<file path="config.mk">
export PLATFORM = sky130hd
export DESIGN_NAME = gty_rx_top
export DESIGN_NICKNAME = d
export VERILOG_FILES = /design/src/design/gty_rx_pkg.sv /design/src/design/block_lock.sv /design/src/design/descrambler_58.sv /design/src/design/block_assembler.sv /design/src/design/rx_lane.sv /design/src/design/lane_status.sv /design/src/design/gty_rx_top.sv
export SDC_FILE = /design/constraint.sdc
export NUM_CORES = 2
export LEC_CHECK = 0
export BUFFER_PORTS_ARGS = -buffer_cell sky130_fd_sc_hd__clkbuf_2
export CAP_MARGIN = 20
export CORE_AREA = 2 2 610 612
export DETAILED_ROUTE_END_ITERATION = 10
export DIE_AREA = 0 0 612 614
export PLACE_DENSITY = 0.52
export SYNTH_ARGS = -nofsm -noshare
export SYNTH_HDL_FRONTEND = slang
export SYNTH_SLANG_ARGS = --single-unit
</file>
<file path="constraint.sdc">
create_clock -name clkout -period 7.59 [get_ports clkout]
set_input_delay 0.759 -clock clkout [delete_from_list [all_inputs] [get_ports clkout]]
set_output_delay 0.759 -clock clkout [all_outputs]
set_load 0.02 [all_outputs]
</file>
<file path="src/design/gty_rx_pkg.sv">
package gty_rx_pkg;

  ////////////////////////////////////////
  // Sync header codes
  ////////////////////////////////////////

  // 64b/66b data block
  localparam logic [1:0] HDR_DATA = 2'b01;
  // 64b/66b control block
  localparam logic [1:0] HDR_CTRL = 2'b10;

  // Length of the x^58 + x^39 + 1 descrambler state
  localparam int SCR_WIDTH = 58;

  ////////////////////////////////////////
  // Lane data types
  ////////////////////////////////////////

  // One word from the transceiver gearbox, 36 bits
  typedef struct packed {
    logic [31:0] data;
    logic        data_valid;
    // Header is only meaningful with header_valid
    logic [1:0]  header;
    logic        header_valid;
  } gb_word_t;

  // One received 66-bit block plus the decoded control flag, 67 bits
  typedef struct packed {
    logic [1:0]  header;
    // Set for HDR_CTRL blocks
    logic        ctrl;
    // Descrambled payload, first word in the low half
    logic [63:0] payload;
  } rx_block_t;

  // Per-lane status word, 25 bits
  typedef struct packed {
    logic        locked;
    // Both counters stop at all ones
    logic [7:0]  slip_count;
    logic [15:0] bad_hdr_count;
  } lane_stat_t;

endpackage

</file>
<file path="src/design/block_lock.sv">
`timescale 1ns/1ps

module block_lock #(
  parameter int LOCK_COUNT = 16,
  parameter int BAD_LIMIT  = 4,
  parameter int SLIP_WAIT  = 4
) (
  input  logic                 clkout,
  input  logic                 rst,
  input  gty_rx_pkg::gb_word_t rx_word,
  output logic                 locked,
  output logic                 slip,
  output logic                 bad_hdr
);

  localparam int GOOD_W = (LOCK_COUNT > 1) ? $clog2(LOCK_COUNT) : 1;
  localparam int BAD_W  = (BAD_LIMIT > 1) ? $clog2(BAD_LIMIT) : 1;
  localparam int WAIT_W = (SLIP_WAIT > 1) ? $clog2(SLIP_WAIT) : 1;

  typedef enum logic [1:0] {
    ST_HUNT,
    ST_WAIT,
    ST_LOCKED
  } lock_state_t;

  lock_state_t       state;
  logic [GOOD_W-1:0] good_cnt;
  logic [BAD_W-1:0]  bad_cnt;
  logic [WAIT_W-1:0] wait_cnt;
  logic              hdr_seen;
  logic              hdr_ok;

  // Only the first word of a block carries a header
  assign hdr_seen = rx_word.header_valid && rx_word.data_valid;
  assign hdr_ok   = (rx_word.header == gty_rx_pkg::HDR_DATA) ||
                    (rx_word.header == gty_rx_pkg::HDR_CTRL);

  assign locked = (state == ST_LOCKED);

  always_ff @(posedge clkout) begin
    if (rst) begin
      state    <= ST_HUNT;
      good_cnt <= '0;
      bad_cnt  <= '0;
      wait_cnt <= '0;
      slip     <= 1'b0;
      bad_hdr  <= 1'b0;
    end else begin
      slip    <= 1'b0;
      bad_hdr <= 1'b0;
      if (hdr_seen) begin
        case (state)
          ST_HUNT: begin
            if (hdr_ok) begin
              if (good_cnt == GOOD_W'(LOCK_COUNT - 1)) begin
                state    <= ST_LOCKED;
                good_cnt <= '0;
                bad_cnt  <= '0;
              end else begin
                good_cnt <= good_cnt + 1'b1;
              end
            end else begin
              // Bad alignment, ask the gearbox to shift by one bit
              good_cnt <= '0;
              slip     <= 1'b1;
              wait_cnt <= '0;
              state    <= (SLIP_WAIT == 0) ? ST_HUNT : ST_WAIT;
            end
          end
          ST_WAIT: begin
            // Headers right after a slip are not yet realigned
            if (wait_cnt == WAIT_W'(SLIP_WAIT - 1)) begin
              state <= ST_HUNT;
            end else begin
              wait_cnt <= wait_cnt + 1'b1;
            end
          end
          ST_LOCKED: begin
            if (hdr_ok) begin
              bad_cnt <= '0;
            end else begin
              bad_hdr <= 1'b1;
              if (bad_cnt == BAD_W'(BAD_LIMIT - 1)) begin
                // Drop lock but keep current alignment
                state    <= ST_HUNT;
                bad_cnt  <= '0;
                good_cnt <= '0;
              end else begin
                bad_cnt <= bad_cnt + 1'b1;
              end
            end
          end
          default: state <= ST_HUNT;
        endcase
      end
    end
  end

endmodule

</file>
<file path="src/design/descrambler_58.sv">
`timescale 1ns/1ps

module descrambler_58 (
  input  logic        clkout,
  input  logic        rst,
  input  logic [31:0] din,
  input  logic        din_valid,
  output logic [31:0] dout,
  output logic        dout_valid
);

  // Tap positions of x^58 + x^39 + 1
  localparam int TAP_A = 39;
  localparam int TAP_B = gty_rx_pkg::SCR_WIDTH;

  // Bit 0 holds the most recently received line bit
  logic [gty_rx_pkg::SCR_WIDTH-1:0] scr_state;
  logic [gty_rx_pkg::SCR_WIDTH-1:0] scr_next;
  logic [31:0]                      dout_next;

  ////////////////////////////////////////
  // Bit-serial unroll, bit 0 first
  ////////////////////////////////////////

  always_comb begin
    scr_next = scr_state;
    for (int i = 0; i < 32; i++) begin
      dout_next[i] = din[i] ^ scr_next[TAP_A-1] ^ scr_next[TAP_B-1];
      // Self-synchronous, the state follows the line bits
      scr_next = {scr_next[gty_rx_pkg::SCR_WIDTH-2:0], din[i]};
    end
  end

  always_ff @(posedge clkout) begin
    if (rst) begin
      scr_state  <= '0;
      dout_valid <= 1'b0;
    end else begin
      dout_valid <= din_valid;
      if (din_valid) begin
        scr_state <= scr_next;
      end
    end
  end

  always_ff @(posedge clkout) begin
    if (din_valid) begin
      dout <= dout_next;
    end
  end

endmodule

</file>
<file path="src/design/block_assembler.sv">
`timescale 1ns/1ps

module block_assembler (
  input  logic                  clkout,
  input  logic                  rst,
  input  logic [31:0]           word,
  input  logic                  word_valid,
  input  logic [1:0]            header,
  input  logic                  first,
  input  logic                  locked,
  output gty_rx_pkg::rx_block_t block,
  output logic                  block_valid
);

  logic [31:0] low_half;
  logic [1:0]  hdr_hold;
  logic        have_low;
  logic        complete;

  // Second half arrives on the next valid word after a first one
  assign complete = word_valid && !first && have_low;

  ////////////////////////////////////////
  // Half-block tracking
  ////////////////////////////////////////

  always_ff @(posedge clkout) begin
    if (rst) begin
      have_low    <= 1'b0;
      block_valid <= 1'b0;
    end else begin
      block_valid <= complete && locked;
      if (word_valid) begin
        have_low <= first;
      end
    end
  end

  always_ff @(posedge clkout) begin
    if (word_valid && first) begin
      low_half <= word;
      hdr_hold <= header;
    end
  end

  ////////////////////////////////////////
  // Block output register
  ////////////////////////////////////////

  always_ff @(posedge clkout) begin
    if (complete) begin
      block.header  <= hdr_hold;
      block.ctrl    <= (hdr_hold == gty_rx_pkg::HDR_CTRL);
      block.payload <= {word, low_half};
    end
  end

endmodule

</file>
<file path="src/design/rx_lane.sv">
`timescale 1ns/1ps

module rx_lane #(
  parameter int LOCK_COUNT = 16,
  parameter int BAD_LIMIT  = 4,
  parameter int SLIP_WAIT  = 4
) (
  input  logic                  clkout,
  input  logic                  rst,
  input  gty_rx_pkg::gb_word_t  rx_word,
  output logic                  slip,
  output gty_rx_pkg::rx_block_t block,
  output logic                  block_valid,
  output logic                  locked,
  output logic                  bad_hdr
);

  logic [31:0] desc_data;
  logic        desc_valid;
  logic [1:0]  hdr_d;
  logic        first_d;

  // Header alignment search
  block_lock #(
    .LOCK_COUNT (LOCK_COUNT),
    .BAD_LIMIT  (BAD_LIMIT),
    .SLIP_WAIT  (SLIP_WAIT)
  ) u_lock (
    .clkout  (clkout),
    .rst     (rst),
    .rx_word (rx_word),
    .locked  (locked),
    .slip    (slip),
    .bad_hdr (bad_hdr)
  );

  descrambler_58 u_descr (
    .clkout     (clkout),
    .rst        (rst),
    .din        (rx_word.data),
    .din_valid  (rx_word.data_valid),
    .dout       (desc_data),
    .dout_valid (desc_valid)
  );

  // Match header timing to the registered descrambler output
  always_ff @(posedge clkout) begin
    if (rst) begin
      first_d <= 1'b0;
    end else begin
      first_d <= rx_word.header_valid && rx_word.data_valid;
    end
  end

  always_ff @(posedge clkout) begin
    hdr_d <= rx_word.header;
  end

  block_assembler u_asm (
    .clkout      (clkout),
    .rst         (rst),
    .word        (desc_data),
    .word_valid  (desc_valid),
    .header      (hdr_d),
    .first       (first_d),
    .locked      (locked),
    .block       (block),
    .block_valid (block_valid)
  );

endmodule

</file>
<file path="src/design/lane_status.sv">
`timescale 1ns/1ps

module lane_status (
  input  logic                   clkout,
  input  logic                   rst,
  input  logic                   locked,
  input  logic                   slip,
  input  logic                   bad_hdr,
  output gty_rx_pkg::lane_stat_t status
);

  logic slip_full;
  logic bad_full;

  // Saturation limits, counters hold at all ones
  assign slip_full = &status.slip_count;
  assign bad_full  = &status.bad_hdr_count;

  ////////////////////////////////////////
  // Registered status word
  ////////////////////////////////////////

  always_ff @(posedge clkout) begin
    if (rst) begin
      status <= '0;
    end else begin
      status.locked <= locked;

      // Gearbox slips issued while hunting
      if (slip && !slip_full) begin
        status.slip_count <= status.slip_count + 8'd1;
      end

      // Invalid headers seen while locked
      if (bad_hdr && !bad_full) begin
        status.bad_hdr_count <= status.bad_hdr_count + 16'd1;
      end
    end
  end

endmodule

</file>
<file path="src/design/gty_rx_top.sv">
`timescale 1ns/1ps

module gty_rx_top #(
  parameter int NUM_LANES  = 12,
  parameter int LOCK_COUNT = 16,
  parameter int BAD_LIMIT  = 4,
  parameter int SLIP_WAIT  = 4
) (
  input  logic                                  clkout,
  input  logic                                  rst,
  input  gty_rx_pkg::gb_word_t  [NUM_LANES-1:0] rx_word,
  output logic                  [NUM_LANES-1:0] gearbox_slip,
  output gty_rx_pkg::rx_block_t [NUM_LANES-1:0] block,
  output logic                  [NUM_LANES-1:0] block_valid,
  output gty_rx_pkg::lane_stat_t [NUM_LANES-1:0] status
);

  logic [NUM_LANES-1:0] locked_w;
  logic [NUM_LANES-1:0] bad_hdr_w;

  ////////////////////////////////////////
  // Per-lane receive and status
  ////////////////////////////////////////

  for (genvar g = 0; g < NUM_LANES; g++) begin : g_lane

    // Slip goes straight back to the gearbox
    rx_lane #(
      .LOCK_COUNT (LOCK_COUNT),
      .BAD_LIMIT  (BAD_LIMIT),
      .SLIP_WAIT  (SLIP_WAIT)
    ) u_lane (
      .clkout      (clkout),
      .rst         (rst),
      .rx_word     (rx_word[g]),
      .slip        (gearbox_slip[g]),
      .block       (block[g]),
      .block_valid (block_valid[g]),
      .locked      (locked_w[g]),
      .bad_hdr     (bad_hdr_w[g])
    );

    lane_status u_stat (
      .clkout  (clkout),
      .rst     (rst),
      .locked  (locked_w[g]),
      .slip    (gearbox_slip[g]),
      .bad_hdr (bad_hdr_w[g]),
      .status  (status[g])
    );

  end

endmodule

</file>
# [Yosys cells after proc, flatten, opt, wreduce, memory -nomap -nowiden]
# Index checks and enable logic that the tools add are counted.
[totals] elab_cells=1812 reg_bits=2808 out_inout_bits=1128 input_bits=434
[classes] bitwise=804 reduce_logical=264 n_addsub=60 mux=240 n_eq_ne=192
[op_table] op="1-bit XOR" n=768
[op_table] op="2-bit two-way mux" n=132
[op_table] op="16-bit by 1-bit adder with 16-bit output (second input constant)" n=12
[op_table] op="4-bit two-way mux" n=48
[op_table] op="16-bit AND reduction" n=12
[op_table] op="2-bit inequality test (second input constant)" n=72
[op_table] op="4-bit AND reduction" n=36
[op_table] op="2-bit equality test (second input constant)" n=60
[op_table] op="8-bit by 1-bit adder with 8-bit output (second input constant)" n=12
[op_table] op="2-bit one-hot mux with 2 select lines" n=24
[op_table] op="4-bit one-hot mux with 2 select lines" n=12
[op_table] op="8-bit AND reduction" n=12
[op_table] op="1-bit logical AND" n=84
[op_table] op="2-bit one-hot mux with 3 select lines" n=12
[op_table] op="3-bit OR reduction" n=24
[op_table] op="5-bit AND reduction" n=12
[op_table] op="2-bit by 1-bit adder with 2-bit output (second input constant)" n=24
[op_table] op="4-bit by 1-bit adder with 4-bit output (second input constant)" n=12
[op_table] op="2-bit by 1-bit equality test with 1-bit output (second input constant)" n=24
[op_table] op="4-bit equality test (second input constant)" n=12
[op_table] op="2-bit nonzero test" n=24
[op_table] op="1-bit logical NOT" n=36
[op_table] op="3-bit inequality test (second input constant)" n=12
[op_table] op="1-bit NOT" n=36
[op_table] op="other kinds (4)" n=48

# [Depth between registers and ports, before layout]
[depth] ltp_word=4 mapped_depth=7 depth_no_buf=6

# [Cells and area by module]
# From an unflattened synthesis, not the netlist that was laid out.
[hier_totals] hier_cells=7387 hier_area_um2=105182.1
[by_module_without_submodules] mod="descrambler_58" seq_area_each_um2=2142.1 area_each_um2=3606.0 instances=12 cells_per_inst=286
[by_module_without_submodules] mod="block_assembler" seq_area_each_um2=3072.9 area_each_um2=3118.0 instances=12 cells_per_inst=109
[by_module_without_submodules] mod="block_lock" seq_area_each_um2=240.2 area_each_um2=683.2 instances=12 cells_per_inst=74
[by_module_without_submodules] mod="lane_status (g_lane[0].u_stat ...)" seq_area_each_um2=500.5 area_each_um2=1345.0 instances=6 cells_per_inst=144
[by_module_without_submodules] mod="lane_status (g_lane[5].u_stat ...)" seq_area_each_um2=500.5 area_each_um2=1244.9 instances=4 cells_per_inst=142
[by_module_without_submodules] mod="lane_status (g_lane[4].u_stat)" seq_area_each_um2=500.5 area_each_um2=1238.7 instances=1 cells_per_inst=142
[by_module_without_submodules] mod="lane_status (g_lane[9].u_stat)" seq_area_each_um2=500.5 area_each_um2=1182.4 instances=1 cells_per_inst=137
[by_module_without_submodules] mod="rx_lane" seq_area_each_um2=60.1 area_each_um2=68.8 instances=12 cells_per_inst=4

# [Least setup slack after synthesis]
# No wires, ideal clock.
[synth_timing] path_kind="register to register" startpoint="register g_lane[10].u_lane.u_descr.dout_valid" endpoint="register g_lane[10].u_lane.u_asm.block[0] (netlist name)" setup_ns=0.590 stages_incl_launch_ff=3 path_buffers=0 slack_ns=1.731 t_required_ns=7.000 arrival_time_ns=5.269 period_less_slack_ns=5.859 path_cell_list="dfxtp_1 inv_1 nor3b_1"
[synth_between] elab_chain_len=2
[synth_rtl] item="start: declaration" line="descrambler_58.sv:9" rtl="output logic dout_valid"
[synth_rtl] item="start signal: assignment" line="descrambler_58.sv:39" rtl="dout_valid <= din_valid;"
[synth_rtl] item="1-bit logical AND (2 in series)" line="block_assembler.sv:21" rtl="assign complete = word_valid && !first && have_low;"
# Every way passes these cells.
# A chain may end at the register's enable or synchronous reset.

# [Worst setup path after layout]
[layout_timing] startpoint="register g_lane[7].u_lane.u_lock.slip" endpoint="output gearbox_slip[7]"
[layout_rtl] item="start: declaration" line="block_lock.sv:12" rtl="output logic slip,"
[layout_rtl] item="start signal: assignment" line="block_lock.sv:46" rtl="slip <= 1'b0;"
[layout_rtl] item="start signal: assignment" line="block_lock.sv:49" rtl="slip <= 1'b0;"
[layout_rtl] item="start signal: assignment" line="block_lock.sv:65" rtl="slip <= 1'b1;"
[layout_rtl] item="end: declaration" line="gty_rx_top.sv:12" rtl="output logic [NUM_LANES-1:0] gearbox_slip,"
# No word-level cell between the ends.

==> summary.md <==
| Metric | Value |
|---|---|
| Outcome | `completed` |
| Met3 Wirelength | `around 20 mm` |
| Largest net degree at the start of global routing | `approximately 170` |
| Max Root-Sink Buffers | `4` |
| I/O Buffers | `1,561` |
| Worst Path Buf+Inv | `1` |
| Final WS setup | `4.74 ns` |
| # IOs | `1,562` |
| Max-slew violation count | `0` |
| Fin crit share | `37.6%` |
| Fmax | `350 MHz` |
| Met2 wire length | `153 mm` |
| Worst Path Required | `6.83 ns` |
| Routed vias | `62,200` |
| Netlist Area Pre-Place | `102,000 sq um` |
| PostCTS Resize Cnt | `0` |
| Clock power frac | `between 40% and 50%` |
| Ys Warns | `0` |
| Synth Flop Type | `edfxtp_1` |
| Worst path slowest cell | `dfxtp_1` |
| Maximum VDD drop | `179 uV` |
| Logic pwr share | `4.3%` |
| CP max stage delay | `0.88 ns` |
| Starting Density | `27.5%` |
| Leakage | `between 40 and 50 nW` |
| First-pass GRT wire length | `427 mm` |
| Design area | `126,000 sq um` |
| CP endpoint kind | `primary output` |
| Die width | `612 um` |
| Detail Placement HPWL | `229 mm` |
| Final #Nets | `9,412` |
| Sequential cell area fraction in the yosys report | `between 70% and 80%` |
| Period minus WS final | `2.85 ns` |
| Final setup viols | `0` |
| Synth Area per Inst | `around 14 sq um` |
| Vias in the first global route | `60,900` |
| Cell variety after synth | `70` |
| Relative slew slack | `22.0%` |
| Crit Path Category | `reg2out` |
| Synth Net Count | `7,749` |
| Fin Setup TNS | `0 ns` |
| FFs w/ async S/R, synth | `0%` |
| CP Max Fanout | `5` |
| #FFs+latches synth | `about 2,800` |
| DR pass1 iterations | `6` |
| Avg Vias per Cell | `4.39` |
| Gate Count Post-Synth | `7,255` |
| Delay-heaviest family, CP | `flip-flops` |
| Initial antenna violation count | `55` |
| Top Layer Used | `met5` |
| CTS buffer count | `between 300 and 400` |
| Post-CTS setup buffer count | `0` |
| Worst skew pair latency | `0.87 ns` |
| WL/cell | `21.5 um` |
| Placed cell area | `115,000 sq um` |
| Core box area | `370,000 sq um` |
| Total length of routed wires | `~300 mm` |
| Switch share | `22.2%` |
| Clock transition at path regs | `about 0.06 ns` |
| CTS tree | `built` |
| Post-synth EDFFs | `1,596` |
| Grt total ovfl | `0` |
| Psw | `7.55 mW` |
| Final Hold Vio Count | `0` |
| Internal Power | `roughly 26 mW` |
| Sink Count | `2,808` |
| Die area | `376,000 sq um` |
| Hold Crit Class | `in2reg` |
| Met1 WL | `120 mm` |
| Synth-to-layout area growth | `23.9%` |
| DRC violations left | `0` |
| Number of hold buffers added after CTS | `12` |
| Final Core Density | `34.1%` |
| Share of power burned in registers | `around half` |
| Max-cap violations | `0` |
| CTS root buf | `clkbuf_16` |
| Startpoint types | `register` |
| Setup slack at placement | `4.49 ns` |
| CTS H-Tree Depth | `5` |
| Power per cell area | `around 270 nW/um^2` |
| Crit path DAT | `2.09 ns` |
| ANT nets after route | `0` |
| Unrepaired setup endpoints after global routing | `no` |
| Initial DRC count | `4,019` |
| Worst Skew | `0.0378 ns` |
| Die Y | `roughly 600 um` |
| Critical path cell sequence | `clkbuf_2` |
| Slew @ Worst Pin | `approximately 1.2 ns` |
| Rows | `roughly 220` |
| Placer Congestion | `0.856` |
| Overall Global Routing Usage | `15.4%` |
| Share of cells above drive strength 1 | `23.2%` |
[cell families (layout without fill, tap and decap cells)]
family / Yosys count / in the layout / share of synthesized area, %
muxes: 769 / 769 / 7.56
AOI/OAI and AO/OA: 359 / 359 / 2.23
other: 0 / 18 / 0
adders and majority gates: 60 / 60 / 0.738
xor gates and xnor gates: 982 / 982 / 8.45
buffers and inverters: 322 / 2253 / 1.29
DFF: 2808 / 2808 / 70.9
and+or+nand+nor: 1955 / 1955 / 8.79
[flip-flops by register name (all words and copies together) (netlist names), 48 cells and up]
signal and flops:
g_lane.u_lane.u_lock.good_cnt 48, g_lane.u_stat.status 300, g_lane.u_lane.u_descr.scr_state 696, g_lane.u_lane.u_asm.block 804, g_lane.u_lane.u_asm.low_half 384, g_lane.u_lane.u_descr.dout 384
[routing by layer]
layer  up-vias  GRT usage (%)
li1      29200              -
met5         -              0
met1     30700           18.0
met3       496           4.05
met2      1797           27.1
met4        40           5.61
[power by group through the flow]
| stage | clock network [mW] | registers (mW) | logic, mW |
|---|---|---|---|
| floorplan | 0 | 17.2 | 0.980 |
| global placement | 0 | 17.3 | 1.43 |
| detailed placement | 0 | 17.4 | 1.46 |
| CTS | 16.0 | 17.0 | 1.47 |
| global route | 16.6 | 17.1 | 1.60 |
| finish | 15.5 | 17.0 | 1.45 |
[path summary, 6_finish.rpt]
| path | to | slack, ns | cells after the start | startpoint |
|---|---|---|---|---|
| max | gearbox_slip[7] | 4.74 | 1 | g_lane[7].u_lane.u_lock.slip |
| min | g_lane[4].u_lane.hdr_d[1] | 0.11 | 1 | rx_word[146] |
| min reg2reg | g_lane[8].u_lane.u_asm.hdr_hold[0] | 0.39 | 0 | g_lane[8].u_lane.hdr_d[0] |
| max reg2reg | g_lane[10].u_stat.status[6] | 5.30 | 6 | g_lane[10].u_stat.status[0] |
[placed cells by master, fill, tap and decap left out, drive strengths merged, types with 120 or more instances in the layout]
cell type  netlist  final
clkbuf         193   1970
xor2           130    130
nor2          1135   1135
a21oi          129    129
mux2i          768    768
dfxtp         1212   1212
nand3          120    120
edfxtp        1596   1596
xnor2          852    852
nand2          177    177
[through the flow]
stage	hold slack [ns]	std cells	total power, mW
global route	0.0250	14200	35.3
finish	0.109	14200	34.0
detailed placement	0.389	13600	18.8
CTS	0.00174	14200	34.5
global placement	0.386	13600	18.8
floorplan	0.386	7255	18.2
[cell type report]
class                   instances  area, sq um
inverters                      49          184
fillers                     36200       244000
clock buffers                 422         8690
clock inverters               161         1940
flip-flops and latches       2808        72200
well taps                    4972         6220
multi-input cells            4125        28400
repair buffers               1621         8430
diodes                         18         45.0
[cell usage after synthesis (26+ instances only)]
cell type	number	area, sq um
a21oi_1	129	646
and2_1	37	231
and3_1	52	325
and4_1	33	289
buf_1	42	158
clkbuf_1	192	721
dfxtp_1	1212	24300
edfxtp_1	1596	47900
ha_1	60	751
inv_1	49	184
mux2i_1	768	7690
nand2_1	177	664
nand2b_1	26	163
nand3_1	119	596
nand4_1	98	613
nor2_1	1135	4260
nor2b_1	40	250
nor3_1	93	465
nor4_1	45	282
o21ai_0	68	340
xnor2_1	852	7460
xor2_1	130	1140
Power figures use the tool's default switching activity.
